## src/logic/io_params.svh

```systemverilog
// I/O subsystem parameters
// Bus widths, address map, register offsets and the identification word
`ifndef IO_PARAMS_SVH
`define IO_PARAMS_SVH

// Bus widths
`define IO_AW        16
`define IO_DW        32
`define IO_SW        (`IO_DW / 8)
`define IO_GPIO_W    32
`define IO_PAGE_W    4
`define IO_REG_W     4

// Peripheral pages
`define IO_PAGE_SYSCON  4'd0
`define IO_PAGE_GPIO    4'd1

// Syscon word offsets
`define SYS_ID          4'd0
`define SYS_STATUS      4'd1
`define SYS_SWIRQ       4'd2
`define SYS_MTIME       4'd3
`define SYS_MTIMECMP    4'd4

// GPIO word offsets
`define GPIO_IN         4'd0
`define GPIO_OUT        4'd1
`define GPIO_OE         4'd2
`define GPIO_MASK       4'd3
`define GPIO_STATUS     4'd4

`define SYS_ID_VALUE    32'h5753_0101

`endif

```

## src/logic/io_pkg.sv

```systemverilog
// I/O subsystem types
// Host request and response, Wishbone channels, interrupt lines
`default_nettype none
`include "io_params.svh"

package io_pkg;

   typedef struct packed {
      logic [`IO_PAGE_W-1:0]                   page;
      logic [`IO_AW-`IO_PAGE_W-`IO_REG_W-3:0] spare;
      logic [`IO_REG_W-1:0]                    reg_idx;
      logic [1:0]                               byte_ofs;
   } io_addr_f_t;

   // Page is decoded by the bus decoder, register index by the slaves
   typedef union packed {
      logic [`IO_AW-1:0] raw;
      io_addr_f_t        f;
   } io_addr_u;

   typedef struct packed {
      logic              we;
      io_addr_u          addr;
      logic [`IO_DW-1:0] wdata;
      logic [`IO_SW-1:0] wstrb;
   } io_req_t;

   typedef struct packed {
      logic [`IO_DW-1:0] rdata;
      logic              err;
   } io_rsp_t;

   typedef struct packed {
      io_addr_u          adr;
      logic [`IO_DW-1:0] dat;
      logic [`IO_SW-1:0] sel;
      logic              we;
      logic              cyc;
      logic              stb;
   } wb_m2s_t;

   typedef struct packed {
      logic [`IO_DW-1:0] dat;
      logic              ack;
      logic              err;
   } wb_s2m_t;

   typedef struct packed {
      logic timer;
      logic sw3;
      logic sw4;
      logic gpio;
   } io_irq_t;

   // Byte lanes of new_val replace old_val where sel is set
   function automatic logic [`IO_DW-1:0] strb_merge(input logic [`IO_DW-1:0] old_val,
                                                    input logic [`IO_DW-1:0] new_val,
                                                    input logic [`IO_SW-1:0] sel);
      logic [`IO_DW-1:0] res;
      res = old_val;
      for (int i = 0; i < `IO_SW; i++) begin
         if (sel[i]) begin
            res[8*i +: 8] = new_val[8*i +: 8];
         end
      end
      return res;
   endfunction

endpackage

`default_nettype wire

```

## src/logic/io_gpio.sv

```systemverilog
// GPIO block
// Output and enable registers, synchronized inputs and a masked
// rising-edge interrupt
`timescale 1ns/1ps
`default_nettype none
`include "io_params.svh"

module io_gpio import io_pkg::*; (
   input  wire                  clk,
   input  wire                  i_arst_n,
   input  wire wb_m2s_t         i_wb,
   input  wire                  i_stb,
   output wb_s2m_t              o_wb,
   input  wire [`IO_GPIO_W-1:0] i_gpio_in,
   output logic [`IO_GPIO_W-1:0] o_gpio_out,
   output logic [`IO_GPIO_W-1:0] o_gpio_oe,
   output logic                 o_gpio_irq
);

   logic [`IO_GPIO_W-1:0] sync1_q;
   logic [`IO_GPIO_W-1:0] sync2_q;
   logic [`IO_GPIO_W-1:0] prev_q;
   logic [`IO_GPIO_W-1:0] out_q;
   logic [`IO_GPIO_W-1:0] oe_q;
   logic [`IO_GPIO_W-1:0] mask_q;
   logic [`IO_GPIO_W-1:0] status_q;
   logic [`IO_GPIO_W-1:0] status_d;
   logic [`IO_GPIO_W-1:0] clr;
   logic                  irq_q;
   logic                  ack_q;
   logic [`IO_DW-1:0]     rdata_q;
   logic [`IO_DW-1:0]     rd_mux;
   logic                  acc;
   logic                  wr_en;

   assign acc   = i_wb.cyc && i_stb && !ack_q;
   assign wr_en = acc && i_wb.we;

   // Write one to clear, new edges win
   always_comb begin
      clr = '0;
      if (wr_en && (i_wb.adr.f.reg_idx == `GPIO_STATUS)) begin
         clr = strb_merge('0, i_wb.dat, i_wb.sel);
      end
      status_d = (status_q & ~clr) | (sync2_q & ~prev_q & mask_q);
   end

   always_comb begin
      case (i_wb.adr.f.reg_idx)
         `GPIO_IN:     rd_mux = sync2_q;
         `GPIO_OUT:    rd_mux = out_q;
         `GPIO_OE:     rd_mux = oe_q;
         `GPIO_MASK:   rd_mux = mask_q;
         `GPIO_STATUS: rd_mux = status_q;
         default:      rd_mux = '0;
      endcase
   end

   //*************************************************************************
   // Registers
   //*************************************************************************
   always_ff @(posedge clk or negedge i_arst_n) begin
      if (!i_arst_n) begin
         sync1_q  <= '0;
         sync2_q  <= '0;
         prev_q   <= '0;
         out_q    <= '0;
         oe_q     <= '0;
         mask_q   <= '0;
         status_q <= '0;
         irq_q    <= 1'b0;
         ack_q    <= 1'b0;
      end else begin
         sync1_q  <= i_gpio_in;
         sync2_q  <= sync1_q;
         prev_q   <= sync2_q;
         status_q <= status_d;
         irq_q    <= |status_d;
         ack_q    <= acc;
         if (wr_en) begin
            case (i_wb.adr.f.reg_idx)
               `GPIO_OUT:  out_q  <= strb_merge(out_q, i_wb.dat, i_wb.sel);
               `GPIO_OE:   oe_q   <= strb_merge(oe_q, i_wb.dat, i_wb.sel);
               `GPIO_MASK: mask_q <= strb_merge(mask_q, i_wb.dat, i_wb.sel);
               default: begin
               end
            endcase
         end
      end
   end

   always_ff @(posedge clk) begin
      if (acc) begin
         rdata_q <= rd_mux;
      end
   end

   assign o_wb       = '{dat: rdata_q, ack: ack_q, err: 1'b0};
   assign o_gpio_out = out_q;
   assign o_gpio_oe  = oe_q;
   assign o_gpio_irq = irq_q;

endmodule

`default_nettype wire

```

## src/logic/io_soc_top.sv

```systemverilog
// I/O subsystem top level
// Host request port bridged onto Wishbone, with syscon and GPIO slaves
`timescale 1ns/1ps
`default_nettype none
`include "io_params.svh"

module io_soc_top import io_pkg::*; (
   input  wire                   clk,
   input  wire                   i_arst_n,
   input  wire                   i_req_valid,
   input  wire io_req_t          i_req,
   output logic                  o_req_ready,
   output logic                  o_rsp_valid,
   output io_rsp_t               o_rsp,
   input  wire                   i_rsp_ready,
   input  wire                   i_ram_init_done,
   input  wire [`IO_GPIO_W-1:0]  i_gpio_in,
   output io_irq_t               o_irq,
   output logic [`IO_GPIO_W-1:0] o_gpio_out,
   output logic [`IO_GPIO_W-1:0] o_gpio_oe
);

   wb_m2s_t wb_m2s;
   wb_s2m_t wb_s2m;
   wb_s2m_t wb_sys;
   wb_s2m_t wb_gpio;
   logic    sys_stb;
   logic    gpio_stb;
   logic    timer_irq;
   logic    sw_irq3;
   logic    sw_irq4;
   logic    gpio_irq;

   io_wb_bridge bridge (
      .clk         (clk),
      .i_arst_n    (i_arst_n),
      .i_req_valid (i_req_valid),
      .i_req       (i_req),
      .o_req_ready (o_req_ready),
      .o_rsp_valid (o_rsp_valid),
      .o_rsp       (o_rsp),
      .i_rsp_ready (i_rsp_ready),
      .o_wb        (wb_m2s),
      .i_wb        (wb_s2m));

   io_wb_decode decode (
      .clk        (clk),
      .i_arst_n   (i_arst_n),
      .i_wb       (wb_m2s),
      .o_wb       (wb_s2m),
      .o_sys_stb  (sys_stb),
      .o_gpio_stb (gpio_stb),
      .i_sys      (wb_sys),
      .i_gpio     (wb_gpio));

   io_syscon syscon (
      .clk             (clk),
      .i_arst_n        (i_arst_n),
      .i_wb            (wb_m2s),
      .i_stb           (sys_stb),
      .o_wb            (wb_sys),
      .i_ram_init_done (i_ram_init_done),
      .o_timer_irq     (timer_irq),
      .o_sw_irq3       (sw_irq3),
      .o_sw_irq4       (sw_irq4));

   io_gpio gpio (
      .clk        (clk),
      .i_arst_n   (i_arst_n),
      .i_wb       (wb_m2s),
      .i_stb      (gpio_stb),
      .o_wb       (wb_gpio),
      .i_gpio_in  (i_gpio_in),
      .o_gpio_out (o_gpio_out),
      .o_gpio_oe  (o_gpio_oe),
      .o_gpio_irq (gpio_irq));

   assign o_irq = '{timer: timer_irq, sw3: sw_irq3, sw4: sw_irq4, gpio: gpio_irq};

endmodule

`default_nettype wire

```

## src/logic/io_syscon.sv

```systemverilog
// System-control block
// Identification, RAM init status, software interrupts and the
// machine timer with its compare interrupt
`timescale 1ns/1ps
`default_nettype none
`include "io_params.svh"

module io_syscon import io_pkg::*; (
   input  wire          clk,
   input  wire          i_arst_n,
   input  wire wb_m2s_t i_wb,
   input  wire          i_stb,
   output wb_s2m_t      o_wb,
   input  wire          i_ram_init_done,
   output logic         o_timer_irq,
   output logic         o_sw_irq3,
   output logic         o_sw_irq4
);

   logic [1:0]        init_sync_q;
   logic [1:0]        swirq_q;
   logic [`IO_DW-1:0] mtime_q;
   logic [`IO_DW-1:0] mtimecmp_q;
   logic              timer_irq_q;
   logic              ack_q;
   logic [`IO_DW-1:0] rdata_q;
   logic [`IO_DW-1:0] rd_mux;
   logic              acc;
   logic              wr_en;

   assign acc   = i_wb.cyc && i_stb && !ack_q;
   assign wr_en = acc && i_wb.we;

   always_comb begin
      case (i_wb.adr.f.reg_idx)
         `SYS_ID:       rd_mux = `SYS_ID_VALUE;
         `SYS_STATUS:   rd_mux = `IO_DW'(init_sync_q[1]);
         `SYS_SWIRQ:    rd_mux = `IO_DW'(swirq_q);
         `SYS_MTIME:    rd_mux = mtime_q;
         `SYS_MTIMECMP: rd_mux = mtimecmp_q;
         default:       rd_mux = '0;
      endcase
   end

   //*************************************************************************
   // Registers and timer
   //*************************************************************************
   always_ff @(posedge clk or negedge i_arst_n) begin
      if (!i_arst_n) begin
         init_sync_q <= '0;
         swirq_q     <= '0;
         mtime_q     <= '0;
         mtimecmp_q  <= '1;
         timer_irq_q <= 1'b0;
         ack_q       <= 1'b0;
      end else begin
         init_sync_q <= {init_sync_q[0], i_ram_init_done};
         ack_q       <= acc;
         timer_irq_q <= (mtime_q >= mtimecmp_q);

         // Software write wins over the tick
         if (wr_en && (i_wb.adr.f.reg_idx == `SYS_MTIME)) begin
            mtime_q <= strb_merge(mtime_q, i_wb.dat, i_wb.sel);
         end else begin
            mtime_q <= mtime_q + 1'b1;
         end

         if (wr_en && (i_wb.adr.f.reg_idx == `SYS_MTIMECMP)) begin
            mtimecmp_q <= strb_merge(mtimecmp_q, i_wb.dat, i_wb.sel);
         end

         if (wr_en && (i_wb.adr.f.reg_idx == `SYS_SWIRQ) && i_wb.sel[0]) begin
            swirq_q <= i_wb.dat[1:0];
         end
      end
   end

   always_ff @(posedge clk) begin
      if (acc) begin
         rdata_q <= rd_mux;
      end
   end

   assign o_wb = '{dat: rdata_q, ack: ack_q, err: 1'b0};

   assign o_timer_irq = timer_irq_q;
   assign o_sw_irq3   = swirq_q[0];
   assign o_sw_irq4   = swirq_q[1];

endmodule

`default_nettype wire

```

## src/logic/io_wb_bridge.sv

```systemverilog
// Host to Wishbone bridge
// Runs one single Wishbone cycle per host request and holds the
// response until the host takes it
`timescale 1ns/1ps
`default_nettype none
`include "io_params.svh"

module io_wb_bridge import io_pkg::*; (
   input  wire          clk,
   input  wire          i_arst_n,
   input  wire          i_req_valid,
   input  wire io_req_t i_req,
   output logic         o_req_ready,
   output logic         o_rsp_valid,
   output io_rsp_t      o_rsp,
   input  wire          i_rsp_ready,
   output wb_m2s_t      o_wb,
   input  wire wb_s2m_t i_wb
);

   typedef enum logic [1:0] {
      ST_IDLE,
      ST_BUS,
      ST_RSP
   } state_e;

   state_e            state_q;
   io_addr_u          adr_q;
   logic [`IO_DW-1:0] dat_q;
   logic [`IO_SW-1:0] sel_q;
   logic              we_q;
   io_rsp_t           rsp_q;
   logic              take;
   logic              done;
   logic              bus;

   assign take = (state_q == ST_IDLE) && i_req_valid;
   assign done = (state_q == ST_BUS) && (i_wb.ack || i_wb.err);
   assign bus  = (state_q == ST_BUS);

   //*************************************************************************
   // Controller
   //*************************************************************************
   always_ff @(posedge clk or negedge i_arst_n) begin
      if (!i_arst_n) begin
         state_q <= ST_IDLE;
      end else begin
         case (state_q)
            ST_IDLE: begin
               if (i_req_valid) begin
                  state_q <= ST_BUS;
               end
            end
            ST_BUS: begin
               if (i_wb.ack || i_wb.err) begin
                  state_q <= ST_RSP;
               end
            end
            default: begin
               if (i_rsp_ready) begin
                  state_q <= ST_IDLE;
               end
            end
         endcase
      end
   end

   // Request and response payload
   always_ff @(posedge clk) begin
      if (take) begin
         adr_q <= i_req.addr;
         dat_q <= i_req.wdata;
         sel_q <= i_req.wstrb;
         we_q  <= i_req.we;
      end
      if (done) begin
         rsp_q.rdata <= i_wb.dat;
         rsp_q.err   <= i_wb.err;
      end
   end

   assign o_wb = '{adr: adr_q, dat: dat_q, sel: sel_q, we: we_q, cyc: bus, stb: bus};

   assign o_req_ready = (state_q == ST_IDLE);
   assign o_rsp_valid = (state_q == ST_RSP);
   assign o_rsp       = rsp_q;

endmodule

`default_nettype wire

```

## src/logic/io_wb_decode.sv

```systemverilog
// Wishbone address decoder
// Selects a peripheral by address page and returns its data, errors
// cycles that hit an unmapped page
`timescale 1ns/1ps
`default_nettype none
`include "io_params.svh"

module io_wb_decode import io_pkg::*; (
   input  wire          clk,
   input  wire          i_arst_n,
   input  wire wb_m2s_t i_wb,
   output wb_s2m_t      o_wb,
   output logic         o_sys_stb,
   output logic         o_gpio_stb,
   input  wire wb_s2m_t i_sys,
   input  wire wb_s2m_t i_gpio
);

   logic sys_hit;
   logic gpio_hit;
   logic err_q;

   assign sys_hit  = (i_wb.adr.f.page == `IO_PAGE_SYSCON);
   assign gpio_hit = (i_wb.adr.f.page == `IO_PAGE_GPIO);

   assign o_sys_stb  = i_wb.stb && sys_hit;
   assign o_gpio_stb = i_wb.stb && gpio_hit;

   // Unmapped page terminates with the same latency as a slave
   always_ff @(posedge clk or negedge i_arst_n) begin
      if (!i_arst_n) begin
         err_q <= 1'b0;
      end else begin
         err_q <= i_wb.cyc && i_wb.stb && !sys_hit && !gpio_hit && !err_q;
      end
   end

   //*************************************************************************
   // Return path
   //*************************************************************************
   always_comb begin
      o_wb.ack = i_sys.ack || i_gpio.ack;
      o_wb.err = err_q || i_sys.err || i_gpio.err;
      if (sys_hit) begin
         o_wb.dat = i_sys.dat;
      end else if (gpio_hit) begin
         o_wb.dat = i_gpio.dat;
      end else begin
         o_wb.dat = '0;
      end
   end

endmodule

`default_nettype wire

```

## config.mk

```make
export PLATFORM = sky130hd
export DESIGN_NAME = io_soc_top
export DESIGN_NICKNAME = d
export VERILOG_FILES = /design/src/logic/io_pkg.sv /design/src/logic/io_gpio.sv /design/src/logic/io_soc_top.sv /design/src/logic/io_syscon.sv /design/src/logic/io_wb_bridge.sv /design/src/logic/io_wb_decode.sv
export VERILOG_INCLUDE_DIRS = /design/src /design/src/logic
export SDC_FILE = /design/constraint.sdc
export NUM_CORES = 1
export LEC_CHECK = 0
export BUFFER_PORTS_ARGS = -buffer_cell sky130_fd_sc_hd__buf_2
export CAP_MARGIN = 0
export CORE_ASPECT_RATIO = 1.2
export CORE_UTILIZATION = 49
export CTS_BUF_LIST = sky130_fd_sc_hd__clkbuf_4 sky130_fd_sc_hd__clkbuf_8
export CTS_CLUSTER_SIZE = 12
export DETAILED_ROUTE_END_ITERATION = 10
export PLACE_DENSITY = 0.66
export SLEW_MARGIN = 20
export SYNTH_ARGS = -nofsm -noshare
export SYNTH_HDL_FRONTEND = slang
export SYNTH_SLANG_ARGS = --single-unit
```

## constraint.sdc

```tcl
create_clock -name clk -period 5.4 [get_ports clk]
set_input_delay 0.81 -clock clk [delete_from_list [all_inputs] [get_ports clk]]
set_output_delay 0.81 -clock clk [all_outputs]
set_load 0.01 [all_outputs]
```

==> impl_metrics.json <==
{
  "fin_skew_ns": 0.0224,
  "power.density_nw_per_um2": 389,
  "r2r_start": "bridge.adr_q[13]$_DFFE_PP_",
  "crit_type": "reg -> reg",
  "yosys.area.top_type_share_pct": 37.7,
  "synth_cell_type_count": 66,
  "syn_avg_cell_area_um2": 13.6,
  "cts.sinks": 441,
  "post_cts_buffers": 0,
  "finalNetCount": 1649,
  "cts_max_level": 3,
  "reg2reg_slack_ns": 1.88,
  "grt_antenna_before_repair": 0,
  "final_hold_viol_count": 0,
  "cts_resized": 0,
  "drive_above_1_share_pct": 30.1,
  "track_usage_pct": 24.3,
  "hold_path_class": "in -> async",
  "cp_data_arrival_time_ns": 3.97,
  "fill_cells": 2912,
  "area_growth_pct": 16.4,
  "die_h_um": 210,
  "critPathRequiredTime_ns": 5.86,
  "cts.hold.buffers_added": 0,
  "finalSetupViolCount": 0,
  "yosys-top-cells-area": "dfrtp_1, edfxtp_1, mux2_2",
  "relSlewSlack_pct": 29.1,
  "fin_crit_sh_pct": 65.1,
  "ys_seq_area_share_pct": 66.5,
  "leakagePower_nw": 9.28,
  "slew_viol_final": 0,
  "tritoncts": "built",
  "yosys_warnings": 0,
  "vdd_drop_max_uv": 233,
  "path_clk_slew_ns": 0.06,
  "clock_latency_ns": 0.59,
  "dpl_worst_slack_ns": 1.91,
  "cp-start-kind": "flip-flop",
  "rsz0062_at_grt": "false",
  "maxCapViolCount": 0,
  "routed_via_density": 5.79,
  "grt.overflow.total": 0,
  "clockBufferDepth": 3,
  "run_status": "finished, final reports clean",
  "drtIter0Drc": 1161,
  "finalPower_mw": 8.03,
  "cts_buffers": 71,
  "async_reset_ff_share_pct": 67.8,
  "tightest_slew_ns": 1.06,
  "ant_nets": 0,
  "insertedDiodeCount": 0,
  "rr_endpoint": "gpio.o_gpio_irq$_DFF_PN0_",
  "period_needed_ns": 3.52,
  "syn_inst": 1308,
  "r2r_cells": 7,
  "drc": 0,
  "die_w_um": 176,
  "start_util_pct": 50.3,
  "fin_cells": 2042,
  "syn_area_um2": 17700,
  "grt_max_degree": 122,
  "hold_slack_ns": 0.280,
  "die-area_um2": 37000,
  "cts_root_buf": "clkbuf_8",
  "ys.flop_type": "dfrtp_1",
  "grt_pass1_vias": 12080,
  "io_buffer_count": 184,
  "firstDrtPassIters": 6,
  "dp_cells": 1914,
  "synth_nets": 1431,
  "hpwl_um": 27200,
  "grt_first_pass_wirelength_um": 67800,
  "rows": 75,
  "ys_seq_elements": 441,
  "core_um2": 35300,
  "synth_edf_count": 142,
  "final.setup.tns_ns": 0,
  "gpl.final_weighted_congestion": 0.853,
  "end_kind": "flip-flop",
  "drt_wl_total_um": 43700,
  "setup_ws_ns": 1.88,
  "vias": 11823,
  "ioPinCount": 193,
  "avgRoutedWirePerCell_um": 21.4,
  "synth_top_area_cell": "dfrtp_1",
  "worstPathMaxFanout": 38,
  "fmax_mhz": 284
}
[metrics by stage]
step	utilization (%)	area [um^2]
after floorplan	-	17700
after global placement	54.4	19200
after detailed placement	54.4	19200
after CTS	58.4	20600
after global routing	58.5	20600
final	58.5	20600
[cells in the mapped netlist (3+ instances only)]
library cell	n
o21ai_0	41
nor3b_1	3
nor3_1	13
o31ai_1	3
and4_1	4
a22oi_1	33
a21oi_1	24
nand4_2	3
mux2_2	99
buf_4	5
o22ai_1	34
mux2_1	24
clkbuf_1	40
o211ai_1	5
a22o_1	32
nand4_1	13
o211a_1	4
a221o_1	10
nand2_1	123
inv_1	70
a222oi_1	33
nor2_1	47
buf_2	7
a21o_1	42
and3_1	11
o221a_2	5
ha_1	33
nand3_1	36
a211oi_1	8
edfxtp_1	142
and2_1	4
dfrtp_1	267
dfstp_2	32
buf_1	4
nor4_1	12
nand2b_1	5
[worst max path at each step]
stage	startpoint	to	slack [ns]
after detailed placement	bridge.adr_q[13]$_DFFE_PP_	gpio.o_gpio_irq$_DFF_PN0_	1.91
after global placement	bridge.adr_q[13]$_DFFE_PP_	gpio.o_gpio_irq$_DFF_PN0_	1.96
after CTS	bridge.adr_q[13]$_DFFE_PP_	gpio.o_gpio_irq$_DFF_PN0_	1.88
after global routing	bridge.adr_q[13]$_DFFE_PP_	gpio.o_gpio_irq$_DFF_PN0_	1.82
after floorplan	bridge.adr_q[13]$_DFFE_PP_	gpio.rdata_q[0]$_DFFE_PN_	1.23
final	bridge.adr_q[13]$_DFFE_PP_	gpio.o_gpio_irq$_DFF_PN0_	1.88
[per-layer routing]
layer,vias to the layer above,routed length (um),global-route usage (%)
met4,0,1670,11.6
li1,5353,-,-
met1,5963,18200,32.1
met5,-,0,0
met2,421,21000,38.8
met3,86,2840,4.56
[critical path, cell delays in order, from the launching register on]
cell and delay, ns:
edfxtp_1 0.47, nor4b_4 0.30, buf_4 0.52, nand4_2 0.40, a21o_1 0.31, nor4_1 0.64
nand4_1 0.41, or2_1 0.33
[flip-flops by register name (all words and copies together) (netlist names), 2 cells and up]
| register | cells |
|---|---|
| gpio.rdata_q | 32 |
| bridge.state_q | 2 |
| gpio.o_gpio_oe | 32 |
| bridge.sel_q | 4 |
| bridge.o_rsp | 33 |
| gpio.mask_q | 32 |
| bridge.adr_q | 8 |
| gpio.prev_q | 32 |
| bridge.dat_q | 32 |
| gpio.status_q | 32 |
| syscon.swirq_q | 2 |
| gpio.o_gpio_out | 32 |
| syscon.mtimecmp_q | 32 |
| syscon.rdata_q | 32 |
| gpio.sync1_q | 32 |
| syscon.mtime_q | 32 |
| syscon.init_sync_q | 2 |
| gpio.sync2_q | 32 |
[report_power, final]
part	leakage, nW	switching [mW]	internal, mW
registers	4.97	0.322	3.82
clock network	0.755	1.26	1.59
logic	3.56	0.636	0.406
[cells in the final DEF, fill, tap and decap left out, drive strengths merged, types with 8 or more instances in the layout]
cell	count
dfrtp	267
buf	203
edfxtp	142
nand2	123
mux2	123
clkbuf	111
inv	70
nor2	47
a21o	42
o21ai	41
nand3	36
o22ai	34
a222oi	33
a22oi	33
ha	33
a22o	32
dfstp	32
a21oi	24
nand4	17
nor3	14
clkinv	14
nor4	13
and3	11
a221o	10
a211oi	8
[cells by family (layout without fill, tap and decap cells)]
logic type | count (synthesis) | in the layout | synth area share, %
buffers and inverters | 128 | 400 | 2.91
AO/OA/AOI/OAI | 293 | 293 | 12.3
adder cells (fa/ha/maj) | 33 | 33 | 2.33
AND/OR/NAND/NOR | 289 | 289 | 8.11
multiplexers | 124 | 124 | 7.87
flip-flops | 441 | 441 | 66.5
[layout make-up]
type                            count  area (um^2)  share of cell area, %
Clock inverter                     16         71.3                  0.345
Tap cell                          462          578                   2.80
Clock buffer                      111         1350                   6.55
Sequential cell                   441        11800                   57.1
Multi-Input combinational cell    739         5490                   26.6
Timing Repair Buffer              203         1110                   5.36
Inverter                           70          263                   1.27
(Power assumes the default switching activity.)
